### src/design/divUnit_cfg.svh
// ====================================================================
// divide unit configuration
// sizes shared by the package and the RTL of the divide unit
// ====================================================================

`ifndef DIV_UNIT_CFG_SVH
`define DIV_UNIT_CFG_SVH

// operand and result width in bits
`define DIV_WIDTH 32

// width of the tag that travels with each request
`define DIV_TAG_WIDTH 4

// number of finished entries the result FIFO can hold
`define DIV_FIFO_DEPTH 4

`endif

### src/design/divPkg.sv
// ====================================================================
// divide unit types
// shared vector, enum and struct types of the divide unit
// ====================================================================

`include "divUnit_cfg.svh"

package divPkg;

	// an operand, a quotient or a remainder
	typedef logic [`DIV_WIDTH-1:0] divWord;

	// request identifier, handed back with the result
	typedef logic [`DIV_TAG_WIDTH-1:0] divTag;

	// the three quotient opcodes come first, then the three remainder opcodes
	typedef enum logic [2:0] {
		opDiv   = 3'd0,
		opDivu  = 3'd1,
		opDivsu = 3'd2,
		opRem   = 3'd3,
		opRemu  = 3'd4,
		opRemsu = 3'd5
	} divOp;

	// states of the sequential divider
	typedef enum logic [1:0] {
		stIdle = 2'd0,
		stDiv  = 2'd1,
		stDone = 2'd2
	} divState;

	// one divide request as it arrives from the pipeline
	typedef struct packed {
		divTag  tag;
		divOp   op;
		divWord a;
		divWord b;
	} divReq;

	// a finished division waiting in the result FIFO
	typedef struct packed {
		divTag  tag;
		divOp   op;
		divWord quotient;
		divWord remainder;
		logic   divByZero;
	} divEntry;

	// the value handed back to the pipeline
	typedef struct packed {
		divTag  tag;
		divWord value;
		logic   divByZero;
	} divResult;

endpackage

### src/design/divIssue.sv
// ====================================================================
// divide issue stage
// holds one request, launches the divider and queues finished results
// ====================================================================

`timescale 1ns/1ps
`include "divUnit_cfg.svh"

module divIssue #(
	parameter int DEPTH = `DIV_FIFO_DEPTH
) (
	input  logic                   clk,
	input  logic                   rst,
	input  divPkg::divReq          req,
	input  logic                   reqStrobe,
	input  logic                   abort,
	input  logic                   done,
	input  logic                   idle,
	input  logic [$clog2(DEPTH):0] count,
	output logic                   full,
	output logic                   ld,
	output logic                   sgn,
	output logic                   sgnus,
	output divPkg::divWord         a,
	output divPkg::divWord         b,
	output logic                   divAbort,
	output divPkg::divEntry        wrEntry,
	output logic                   wrStrobe,
	input  divPkg::divWord         qo,
	input  divPkg::divWord         ro,
	input  logic                   dvByZr
);

	// the request waiting for the divider
	divPkg::divReq holdReq;

	// tag and opcode of the division currently running
	logic          inFlight;
	divPkg::divTag flightTag;
	divPkg::divOp  flightOp;

	// ================================================================
	// launch
	// ================================================================

	// a free FIFO slot is reserved here, so the completion write never overflows
	assign ld = full && !inFlight && idle && (int'(count) < DEPTH) && !abort;

	// operands go straight from the holding register
	assign a = holdReq.a;
	assign b = holdReq.b;

	// both operands are signed for the plain signed opcodes
	assign sgn = (holdReq.op == divPkg::opDiv) || (holdReq.op == divPkg::opRem);
	// only the dividend is signed in the mixed mode
	assign sgnus = (holdReq.op == divPkg::opDivsu) || (holdReq.op == divPkg::opRemsu);

	// the divider only needs to hear about an abort when it is working for us
	assign divAbort = abort && inFlight;

	// holding register, loaded by the strobe and emptied by a launch
	always_ff @(posedge clk) begin
		if (rst) begin
			full <= 1'b0;
		end else if (abort) begin
			full <= 1'b0;
		end else if (reqStrobe) begin
			full <= 1'b1;
		end else if (ld) begin
			full <= 1'b0;
		end
	end

	always_ff @(posedge clk) begin
		if (reqStrobe) begin
			holdReq <= req;
		end
	end

	// ================================================================
	// completion
	// ================================================================

	// one division at a time, cleared by its done cycle or by an abort
	always_ff @(posedge clk) begin
		if (rst) begin
			inFlight <= 1'b0;
		end else if (abort) begin
			inFlight <= 1'b0;
		end else if (ld) begin
			inFlight <= 1'b1;
		end else if (done && inFlight) begin
			inFlight <= 1'b0;
		end
	end

	// keep tag and opcode since the holding register may refill meanwhile
	always_ff @(posedge clk) begin
		if (ld) begin
			flightTag <= holdReq.tag;
			flightOp  <= holdReq.op;
		end
	end

	// the divider outputs are valid for the whole done cycle
	assign wrStrobe = done && inFlight && !abort;

	always_comb begin
		wrEntry.tag       = flightTag;
		wrEntry.op        = flightOp;
		wrEntry.quotient  = qo;
		wrEntry.remainder = ro;
		wrEntry.divByZero = dvByZr;
	end

endmodule

### src/design/divResultFifo.sv
// ====================================================================
// divide result FIFO
// circular buffer of finished divisions with an occupancy count
// ====================================================================

`timescale 1ns/1ps
`include "divUnit_cfg.svh"

module divResultFifo #(
	parameter int DEPTH = `DIV_FIFO_DEPTH
) (
	input  logic                   clk,
	input  logic                   rst,
	input  divPkg::divEntry        wrEntry,
	input  logic                   wrStrobe,
	input  logic                   rdStrobe,
	output divPkg::divEntry        rdEntry,
	output logic                   empty,
	output logic [$clog2(DEPTH):0] count
);

	// pointers need at least one bit even for a single entry
	localparam int ptrWidth = (DEPTH > 1) ? $clog2(DEPTH) : 1;
	localparam logic [ptrWidth-1:0] lastIdx = ptrWidth'(DEPTH - 1);

	divPkg::divEntry     mem [DEPTH];
	logic [ptrWidth-1:0] wrPtr;
	logic [ptrWidth-1:0] rdPtr;

	// head entry is visible as soon as it is written
	assign rdEntry = mem[rdPtr];
	assign empty   = count == '0;

	// the users never write a full FIFO nor read an empty one
	always_ff @(posedge clk) begin
		if (wrStrobe) begin
			mem[wrPtr] <= wrEntry;
		end
	end

	// pointers wrap at DEPTH, so any depth works
	always_ff @(posedge clk) begin
		if (rst) begin
			wrPtr <= '0;
			rdPtr <= '0;
		end else begin
			if (wrStrobe) begin
				wrPtr <= (wrPtr == lastIdx) ? '0 : wrPtr + 1'b1;
			end
			if (rdStrobe) begin
				rdPtr <= (rdPtr == lastIdx) ? '0 : rdPtr + 1'b1;
			end
		end
	end

	// occupancy stays put when a write and a read meet
	always_ff @(posedge clk) begin
		if (rst) begin
			count <= '0;
		end else begin
			case ({wrStrobe, rdStrobe})
				2'b10:   count <= count + 1'b1;
				2'b01:   count <= count - 1'b1;
				default: count <= count;
			endcase
		end
	end

endmodule

### src/design/divUnit.sv
// ====================================================================
// sequential divide unit
// issue stage, divider, result FIFO and writeback stage
// ====================================================================

`timescale 1ns/1ps
`include "divUnit_cfg.svh"

module divUnit (
	input  logic             clk,
	input  logic             rst,
	input  divPkg::divReq    req,
	input  logic             reqStrobe,
	input  logic             abort,
	input  logic             stall,
	output logic             full,
	output divPkg::divResult result,
	output logic             resultStrobe
);

	// issue stage to divider
	logic           ld;
	logic           sgn;
	logic           sgnus;
	logic           divAbort;
	divPkg::divWord a;
	divPkg::divWord b;
	divPkg::divWord qo;
	divPkg::divWord ro;
	logic           dvByZr;
	logic           done;
	logic           idle;

	// issue stage and writeback around the FIFO
	divPkg::divEntry                  wrEntry;
	logic                             wrStrobe;
	divPkg::divEntry                  rdEntry;
	logic                             rdStrobe;
	logic                             empty;
	logic [$clog2(`DIV_FIFO_DEPTH):0] count;

	divIssue #(.DEPTH(`DIV_FIFO_DEPTH)) u_divIssue (
		.clk(clk), .rst(rst), .req(req), .reqStrobe(reqStrobe), .abort(abort),
		.done(done), .idle(idle), .count(count), .full(full), .ld(ld),
		.sgn(sgn), .sgnus(sgnus), .a(a), .b(b), .divAbort(divAbort),
		.wrEntry(wrEntry), .wrStrobe(wrStrobe), .qo(qo), .ro(ro), .dvByZr(dvByZr)
	);

	divider #(.WID(`DIV_WIDTH)) u_divider (
		.rst(rst), .clk(clk), .ld(ld), .abort(divAbort), .sgn(sgn), .sgnus(sgnus),
		.a(a), .b(b), .qo(qo), .ro(ro), .dvByZr(dvByZr), .done(done), .idle(idle)
	);

	divResultFifo #(.DEPTH(`DIV_FIFO_DEPTH)) u_divResultFifo (
		.clk(clk), .rst(rst), .wrEntry(wrEntry), .wrStrobe(wrStrobe),
		.rdStrobe(rdStrobe), .rdEntry(rdEntry), .empty(empty), .count(count)
	);

	divWriteback u_divWriteback (
		.clk(clk), .rst(rst), .rdEntry(rdEntry), .empty(empty), .stall(stall),
		.rdStrobe(rdStrobe), .result(result), .resultStrobe(resultStrobe)
	);

endmodule

### src/design/divWriteback.sv
// ====================================================================
// divide writeback stage
// pops finished entries and returns the quotient or the remainder
// ====================================================================

`timescale 1ns/1ps

module divWriteback (
	input  logic             clk,
	input  logic             rst,
	input  divPkg::divEntry  rdEntry,
	input  logic             empty,
	input  logic             stall,
	output logic             rdStrobe,
	output divPkg::divResult result,
	output logic             resultStrobe
);

	divPkg::divWord selValue;

	// stall keeps entries in the FIFO
	assign rdStrobe = !empty && !stall;

	// quotient opcodes return the quotient, the rest return the remainder
	always_comb begin
		case (rdEntry.op)
			divPkg::opDiv,
			divPkg::opDivu,
			divPkg::opDivsu: selValue = rdEntry.quotient;
			default:         selValue = rdEntry.remainder;
		endcase
	end

	// result holds its value until the next pop
	always_ff @(posedge clk) begin
		if (rdStrobe) begin
			result.tag       <= rdEntry.tag;
			result.value     <= selValue;
			result.divByZero <= rdEntry.divByZero;
		end
	end

	// one strobe cycle per popped entry
	always_ff @(posedge clk) begin
		if (rst) begin
			resultStrobe <= 1'b0;
		end else begin
			resultStrobe <= rdStrobe;
		end
	end

endmodule

### src/design/divider.sv
// ====================================================================
// radix-2 restoring divider
// signed, mixed and unsigned division with divide-by-zero and abort
// ====================================================================

`timescale 1ns/1ps
`include "divUnit_cfg.svh"

module divider #(
	// the bit counter is 8 bits, so widths up to 254 work
	parameter int WID = `DIV_WIDTH
) (
	input  logic           rst,
	input  logic           clk,
	input  logic           ld,
	input  logic           abort,
	input  logic           sgn,
	input  logic           sgnus,
	input  logic [WID-1:0] a,
	input  logic [WID-1:0] b,
	output logic [WID-1:0] qo,
	output logic [WID-1:0] ro,
	output logic           dvByZr,
	output logic           done,
	output logic           idle
);

	divPkg::divState state;
	logic [7:0]      cnt;

	// divisor magnitude, quotient shift register and partial remainder
	logic [WID-1:0] bb;
	logic [WID-1:0] q;
	// r carries the partial remainder shifted up one, with the next dividend bit below it
	logic [WID:0]   r;
	// sign of the result
	logic           so;

	logic           b0;
	logic [WID:0]   diff;
	logic [WID-1:0] r1;
	logic [WID-1:0] qNext;
	logic           lastStep;
	logic [WID-1:0] aMag;
	logic [WID-1:0] bMag;

	// fixed outputs for a zero divisor
	localparam logic [WID-1:0] zeroDivPos = {1'b0, {(WID-1){1'b1}}};
	localparam logic [WID-1:0] zeroDivNeg = {1'b1, {(WID-1){1'b0}}};

	// done marks only the cycle where qo and ro are final
	assign done = state == divPkg::stDone;
	assign idle = state == divPkg::stIdle;

	// the last of the WID+1 shift cycles
	assign lastStep = cnt == 8'd1;

	// restoring step: subtract the divisor when it fits
	assign diff  = r - {1'b0, bb};
	assign b0    = {1'b0, bb} <= r;
	// the difference is always below the divisor, so WID bits hold it
	assign r1    = b0 ? diff[WID-1:0] : r[WID-1:0];
	assign qNext = {q[WID-2:0], b0};

	assign aMag = a[WID-1] ? -a : a;
	assign bMag = b[WID-1] ? -b : b;

	// ================================================================
	// control
	// ================================================================

	always_ff @(posedge clk) begin
		if (rst) begin
			state  <= divPkg::stIdle;
			cnt    <= 8'd0;
			dvByZr <= 1'b0;
		end else if (abort) begin
			// drop the division and wait for the next load
			state <= divPkg::stIdle;
			cnt   <= 8'd0;
		end else begin
			case (state)
				divPkg::stIdle: begin
					if (ld) begin
						state  <= divPkg::stDiv;
						cnt    <= 8'(WID + 1);
						dvByZr <= b == '0;
					end
				end
				divPkg::stDiv: begin
					// a zero divisor skips the shifting entirely
					if (dvByZr || lastStep) begin
						state <= divPkg::stDone;
					end
					if (!dvByZr) begin
						cnt <= cnt - 8'd1;
					end
				end
				divPkg::stDone: begin
					state <= divPkg::stIdle;
				end
				default: begin
					state <= divPkg::stIdle;
				end
			endcase
		end
	end

	// ================================================================
	// datapath
	// ================================================================

	always_ff @(posedge clk) begin
		case (state)
			divPkg::stIdle: begin
				if (ld) begin
					r <= '0;
					if (sgn) begin
						q  <= aMag;
						bb <= bMag;
						so <= a[WID-1] ^ b[WID-1];
					end else if (sgnus) begin
						// mixed mode takes the divisor as it is
						q  <= aMag;
						bb <= b;
						so <= a[WID-1];
					end else begin
						q  <= a;
						bb <= b;
						so <= 1'b0;
					end
				end
			end
			divPkg::stDiv: begin
				if (dvByZr) begin
					qo <= so ? zeroDivNeg : zeroDivPos;
					ro <= so ? zeroDivNeg : zeroDivPos;
				end else begin
					// first step shifts in a dummy zero that falls out at the end
					q <= qNext;
					r <= {r1, q[WID-1]};
					// remainder takes the same sign as the quotient
					if (lastStep) begin
						qo <= so ? -qNext : qNext;
						ro <= so ? -r1 : r1;
					end
				end
			end
			default: begin
			end
		endcase
	end

endmodule

### config.mk
export PLATFORM = sky130hd
export DESIGN_NAME = divUnit
export DESIGN_NICKNAME = d
export VERILOG_FILES = /design/src/design/divPkg.sv /design/src/design/divIssue.sv /design/src/design/divResultFifo.sv /design/src/design/divUnit.sv /design/src/design/divWriteback.sv /design/src/design/divider.sv
export VERILOG_INCLUDE_DIRS = /design/src /design/src/design
export SDC_FILE = /design/constraint.sdc
export NUM_CORES = 1
export LEC_CHECK = 0
export BUFFER_PORTS_ARGS = -buffer_cell sky130_fd_sc_hd__buf_4
export CORE_ASPECT_RATIO = 0.6
export CORE_MARGIN = 1.5
export CORE_UTILIZATION = 30
export CTS_CLUSTER_SIZE = 40
export DETAILED_ROUTE_END_ITERATION = 16
export SLEW_MARGIN = 10
export SYNTH_ARGS = -nofsm -noshare
export SYNTH_HDL_FRONTEND = slang
export SYNTH_HIERARCHICAL = 1
export SYNTH_SLANG_ARGS = --single-unit
### constraint.sdc
create_clock -name clk -period 7.1 [get_ports clk]
set_input_delay 0.71 -clock clk [delete_from_list [all_inputs] [get_ports clk]]
set_output_delay 0.71 -clock clk [all_outputs]
set_load 0.01 [all_outputs]
### Word-level counts from Yosys, hierarchy flattened

Memories as Yosys holds them, arrays and structs flattened. A register that Yosys moved wholly into a read port is not among the register bits.
Cells that the tools add are included.

| word-level totals | value |
|---|---|
| register bits | 298 |
| RAM bits | 288 |
| bits of input ports | 76 |
| output and inout bits | 39 |
| word-level logic and storage cells | 126 |
| memories | 1 |

| cells by class | value |
|---|---|
| $add $sub $neg | 10 |
| magnitude comparators | 2 |
| eq/ne operators | 15 |
| multiplexer cells | 39 |
| bitwise operators | 2 |
| reduce and logical (&&, ||, !) cells | 33 |

Memories:

| memory | depth | width | rd ports | clocked after Yosys merged registers in | write ports | line | source |
|---|---|---|---|---|---|---|---|
| u_divResultFifo.mem | 4 | 72 | 1 | 1 | 1 | divResultFifo.sv:26 | `divPkg::divEntry mem [DEPTH];` |

Operators with widths:

| operator | number |
|---|---|
| $mux W32 | 16 |
| $neg A32 Y32 | 4 |
| $mux W33 | 2 |
| $pmux W33 S2 | 1 |
| $pmux W32 S2 | 1 |
| $le A32 B33 Y1 | 1 |
| $logic_not A32 Y1 | 1 |
| $sub A32 B32 Y32 | 1 |
| $mux W8 | 2 |
| $pmux W8 S2 | 1 |
| $mux W2 | 6 |
| $reduce_bool A2 Y1 | 5 |
| $eq A3 B2 Y1 const B | 3 |
| $logic_not A3 Y1 | 3 |
| $eq A2 B2 Y1 const B | 4 |
| $eq A8 B1 Y1 const B | 1 |
| $logic_and A1 B1 Y1 | 8 |
| $mux W1 | 8 |
| $sub A8 B1 Y8 const B | 1 |
| $pmux W3 S2 | 1 |
| $reduce_and A2 Y1 | 3 |
| $reduce_and A3 Y1 | 2 |
| $add A2 B1 Y2 const B | 2 |
| $eq A2 B1 Y1 const B | 2 |
| other kinds (15) | 22 |

### Logic depth before layout (Yosys ltp)

| logic depth | value |
|---|---|
| depth in word-level cells | 7 |
| gate-level depth with buffers | 21 |

### Modules after synthesis

Netlist, hierarchy kept.

Modules (own cells, without submodules):

| module | times used | cells an instance | area an instance (um^2) |
|---|---|---|---|
| divider | 1 | 1400 | 12620.9 |
| divResultFifo | 1 | 423 | 10909.2 |
| divIssue | 1 | 224 | 3463.3 |
| divWriteback | 1 | 76 | 1550.2 |

### Worst setup path after synthesis

OpenSTA, ideal clock, no wires.

| timing | value |
|---|---|
| kind | flip-flop to flip-flop |
| start point | register u_divider.state[1] |
| end point | register u_divider.cnt[5] |
| setup time | 0.123 ns |
| arrival time | 4.614 ns |
| required time | 6.977 ns |
| setup slack | 2.363 ns |
| stages on the path, launching flop included | 10 |
| path buffers | 0 |
| path through | dfxtp_1 nor2_1 or3b_4 nor3b_2 nand2_1 o21ai_1 nand3_1 nor4_1 xnor2_1 a21oi_1 |

| between the ends | value |
|---|---|
| longest elaborated chain between the ends | 6 |
| elaborated cells between the ends (all ways) | 10 |

Ends and longest elaborated chain:

| element | line | source |
|---|---|---|
| from (decl) | divider.sv:28 | `divPkg::divState state;` |
| from (signal assigned) | divider.sv:74 | `state <= divPkg::stIdle;` |
| from (signal assigned) | divider.sv:79 | `state <= divPkg::stIdle;` |
| from (signal assigned) | divider.sv:85 | `state <= divPkg::stDiv;` |
| $logic_not A2 Y1 | divider.sv:53 | `assign idle = state == divPkg::stIdle;` |
| named net idle | divUnit.sv:32 | `logic idle;` |
| $logic_and A1 B1 Y1 (3 in a row) | divIssue.sv:47 | `assign ld = full && !inFlight && idle && (int'(count) < DEPTH) && !abort;` |
| named net ld | divUnit.sv:22 | `logic ld;` |
| $ne A2 B2 Y1 (no source line) | - |  |
| $reduce_and A3 Y1 (no source line) | - |  |
| to (signal assigned) | divider.sv:86 | `cnt <= 8'(WID + 1);` |
| to (signal assigned) | divider.sv:96 | `cnt <= cnt - 8'd1;` |
| to (decl) | divider.sv:29 | `logic [7:0] cnt;` |

The timed path passes the listed nets, and every way through them passes these cells.
A chain may end at the register's enable or synchronous reset.

### Worst setup path in the final report

| timing | value |
|---|---|
| start point | register u_divider.r[15] |
| end point | register u_divider.qo[18], data pin |

| between the ends | value |
|---|---|
| longest elaborated chain between the ends | 5 |

Ends and longest elaborated chain:

| element | line | source |
|---|---|---|
| from (decl) | divider.sv:35 | `logic [WID:0] r;` |
| from (signal assigned) | divider.sv:141 | `r <= {r1, q[WID-1]};` |
| $le A32 B33 Y1 | divider.sv:60 | `assign b0 = {1'b0, bb} <= r;` |
| $neg A32 Y32 | divider.sv:144 | `qo <= so ? -qNext : qNext;` |
| $mux W32 | divider.sv:144 |  |
| $mux W32 | divider.sv:143 | `if (lastStep) begin` |
| $mux W32 | divider.sv:135 | `if (dvByZr) begin` |
| to (signal assigned) | divider.sv:136 | `qo <= so ? zeroDivNeg : zeroDivPos;` |
| to (signal assigned) | divider.sv:144 |  |
| to (decl) | divider.sv:21 | `output logic [WID-1:0] qo,` |

Every way passes these cells. The select of a mux whose other input is x is not followed.

==> metrics <==
Worst Setup Path Type reg2reg; Synth Area in Compound Gates 8.986%; final wirelength 70510 um; vias in the first global route 16770; fmax 194.3 MHz; ys async rst share 0%; Synth area leader edfxtp_1; reg2reg path depth 14; FF-to-FF Start u_divider/r[15]; CTS tree yes; hold endpoint u_divIssue/holdReq[69]; RSZ-0062 raised after global routing false; Seq/Total Area, Yosys 61.05%; initial drt markers 1519; peak supply drop 0.2124 mV; family with the most delay on the worst path compound AO/OA/AOI/OAI gates; Rel. slew slack 8.304%; Critical path buffers and inverters 1; TritonCTS Buffers 60; post-synthesis cell count 2123; IO Pins 115; via count 16990; share of layout cells above drive strength 1 18.09%; simple-gate share of the synthesized area 9.043%; mux cell area share after synthesis 7.873%; CP Capture Type flop; die area 97070 um2; die height 241.9 um; hold crit path type in2reg; Layout area overhead 11.69%; Synth Cell Area 28540 um2; hold buffer count at cts 0; XOR/XNOR Fraction of Synth Area 3.191%; setup TNS 0 ns; count leader, synth edfxtp_1; clk slew on worst S/H paths 0.06 ns; Post-synth EDFFs 565; max_cap viols 0; nets@finish 2267; area post-placement 29710 um2; YS warnings 6; Final Setup Violations 0; drt wl/cell 20.69 um; Synth Area in Adders 3.428%; hold path depth 1; die width 401.2 um; R2R setup slack 1.95 ns; Worst-Skew Late Latency 0.64 ns; Slew @ Worst Pin 1.361 ns; Startpoint Class flop; H-tree depth 2; Syn Area/Cell 13.44 um2; post-cts repair resize count 0; total track usage 14.23%; root buf cell clkbuf_16; fin crit share 72.48%; Port Buffers 114; drt first pass iters 7; Post-synth top cells edfxtp_1, nor2_1, buf_4; outcome finished clean; number of core rows 87; PnR worst setup slack 1.954 ns; CP Max Fanout 16; largest family of logic cells by synthesized area simple AND/OR/NAND/NOR gates; post-route ant nets 0; Syn Nets 2276; CP max stage cell o22ai_1; ys flop type edfxtp_1; CTS sink count 588; skew final 0.02423 ns; start point of the worst min-delay path req[69]; synth unique cells 95; # diodes 0; first-pass GRT wire length 105600 um; vias per cell 4.986; largest net degree at the start of global routing 70; Worst EP required 7.41 ns; Most common cell on crit path ha_1; final worst path period need 5.146 ns; pre-CTS setup slack 2.075 ns; initial antenna violation count 7; core area 94050 um2; slowest stage delay, CP 0.62 ns; gpl congestion 0.8996; max-slew violation count 0; post-route cell area 31880 um2; post-CTS setup repair buffer count 0; power per cell area 250.3 nW/um2; Final Hold Vio Count 0; critical path cell sequence ha_1 -> nand2_1 -> o21ai_0 -> a211o_1 -> a21oi_1 -> o31ai_2 -> nand2_2 -> inv_2 -> ha_1 -> nand3b_1 -> or2_2 -> or4_1 -> mux2i_1 -> o22ai_1; flop and latch count out of synthesis 588; Synth area leaders edfxtp_1, mux4_2, buf_4; CTS max path bufs 3; post-synth top area share 59.44%; worst hold margin 0.2446 ns; Overflow after GRT 0; Leak 10.74 nW; Worst Path Arrival 5.46 ns; Initial Util 30.35%; post-DP HPWL 50020 um; drt drc 0; total power 7.981 mW; worst r2r dst u_divider/qo[18]
[through the flow]
| stage | util, % | instances |
|---|---|---|
| floorplan | - | 2123 |
| global placement | 31.59 | 3298 |
| detailed placement | 31.59 | 3298 |
| CTS | 33.90 | 3407 |
| global route | 33.90 | 3407 |
| finish | 33.90 | 3407 |
[area by class of cell]
class / count / area, um2
clock inverter: 40 / 605.6
multi-input combinational: 1228 / 9321
timing repair buffer: 136 / 1021
inverter: 100 / 375.4
sequential: 588 / 17430
tap: 1246 / 1559
fill: 9154 / 62170
clock buffer: 69 / 1565
[where the power goes]
group	leakage, nW	switching [mW]	internal (mW)
Sequential	5.35	0.0652	3.87
Clock	1.04	1.37	2.09
Combinational	4.35	0.378	0.211
Total	10.7	1.81	6.17
[worst max path at each step]
stage,start,endpoint,depth (start not counted)
after floorplan,u_divider/state[1],u_divider/cnt[5],9
after global placement,u_divider/r[27],u_divider/qo[18],13
after detailed placement,u_divider/r[18],u_divider/ro[24],16
after CTS,u_divider/r[18],u_divider/ro[24],16
after global routing,u_divider/r[10],u_divider/ro[24],16
final,u_divider/r[15],u_divider/qo[18],14
[registers in the layout, summed over array words and instances, names as in the netlist, named ones only]
register and flops:
u_divIssue/flightTag 4, u_divIssue/full 1, u_divIssue/holdReq 7, u_divider/dvByZr 1, u_divResultFifo/mem 288, u_divIssue/flightOp 3
u_divWriteback/resultStrobe 1, u_divIssue/a 32, u_divResultFifo/rdPtr 2, u_divider/q 32, u_divider/so 1, u_divWriteback/result 37
u_divider/r 33, u_divResultFifo/count 3, u_divider/qo 32, u_divResultFifo/wrPtr 2, u_divider/state 2, u_divider/cnt 8
u_divIssue/inFlight 1, u_divider/ro 32, u_divider/bb 32, u_divIssue/b 32
[cell families after synthesis]
family,count (synthesis)
buffers and inverters,307
AND/OR/NAND/NOR,519
AO/OA/AOI/OAI,399
XOR/XNOR,104
adder cells (fa/ha/maj),77
flip-flops,588
multiplexers,129
[routing by layer]
metal  part of all wire [%]  wire (um)  up-vias  track usage (%)
met5                  0.028         20        -                0
met1                     52      36360     8542            22.87
li1                       -          -     7838                -
met3                    7.1       4973       81            2.852
met4                    1.5       1092        2            2.796
met2                     40      28060      523            19.41
[placed cells by master, fill, tap and decap left out, types with 30 or more instances in the layout]
cell type / n
a21oi_1: 117
buf_4: 136
clkbuf_16: 60
edfxtp_1: 565
ha_1: 75
inv_1: 96
mux2_2: 32
mux4_2: 70
nand2_1: 113
nand3_1: 30
nor2_1: 172
nor3_1: 50
o21ai_0: 101
xnor2_1: 58
xor2_1: 46
Power figures use the tool's default switching activity.
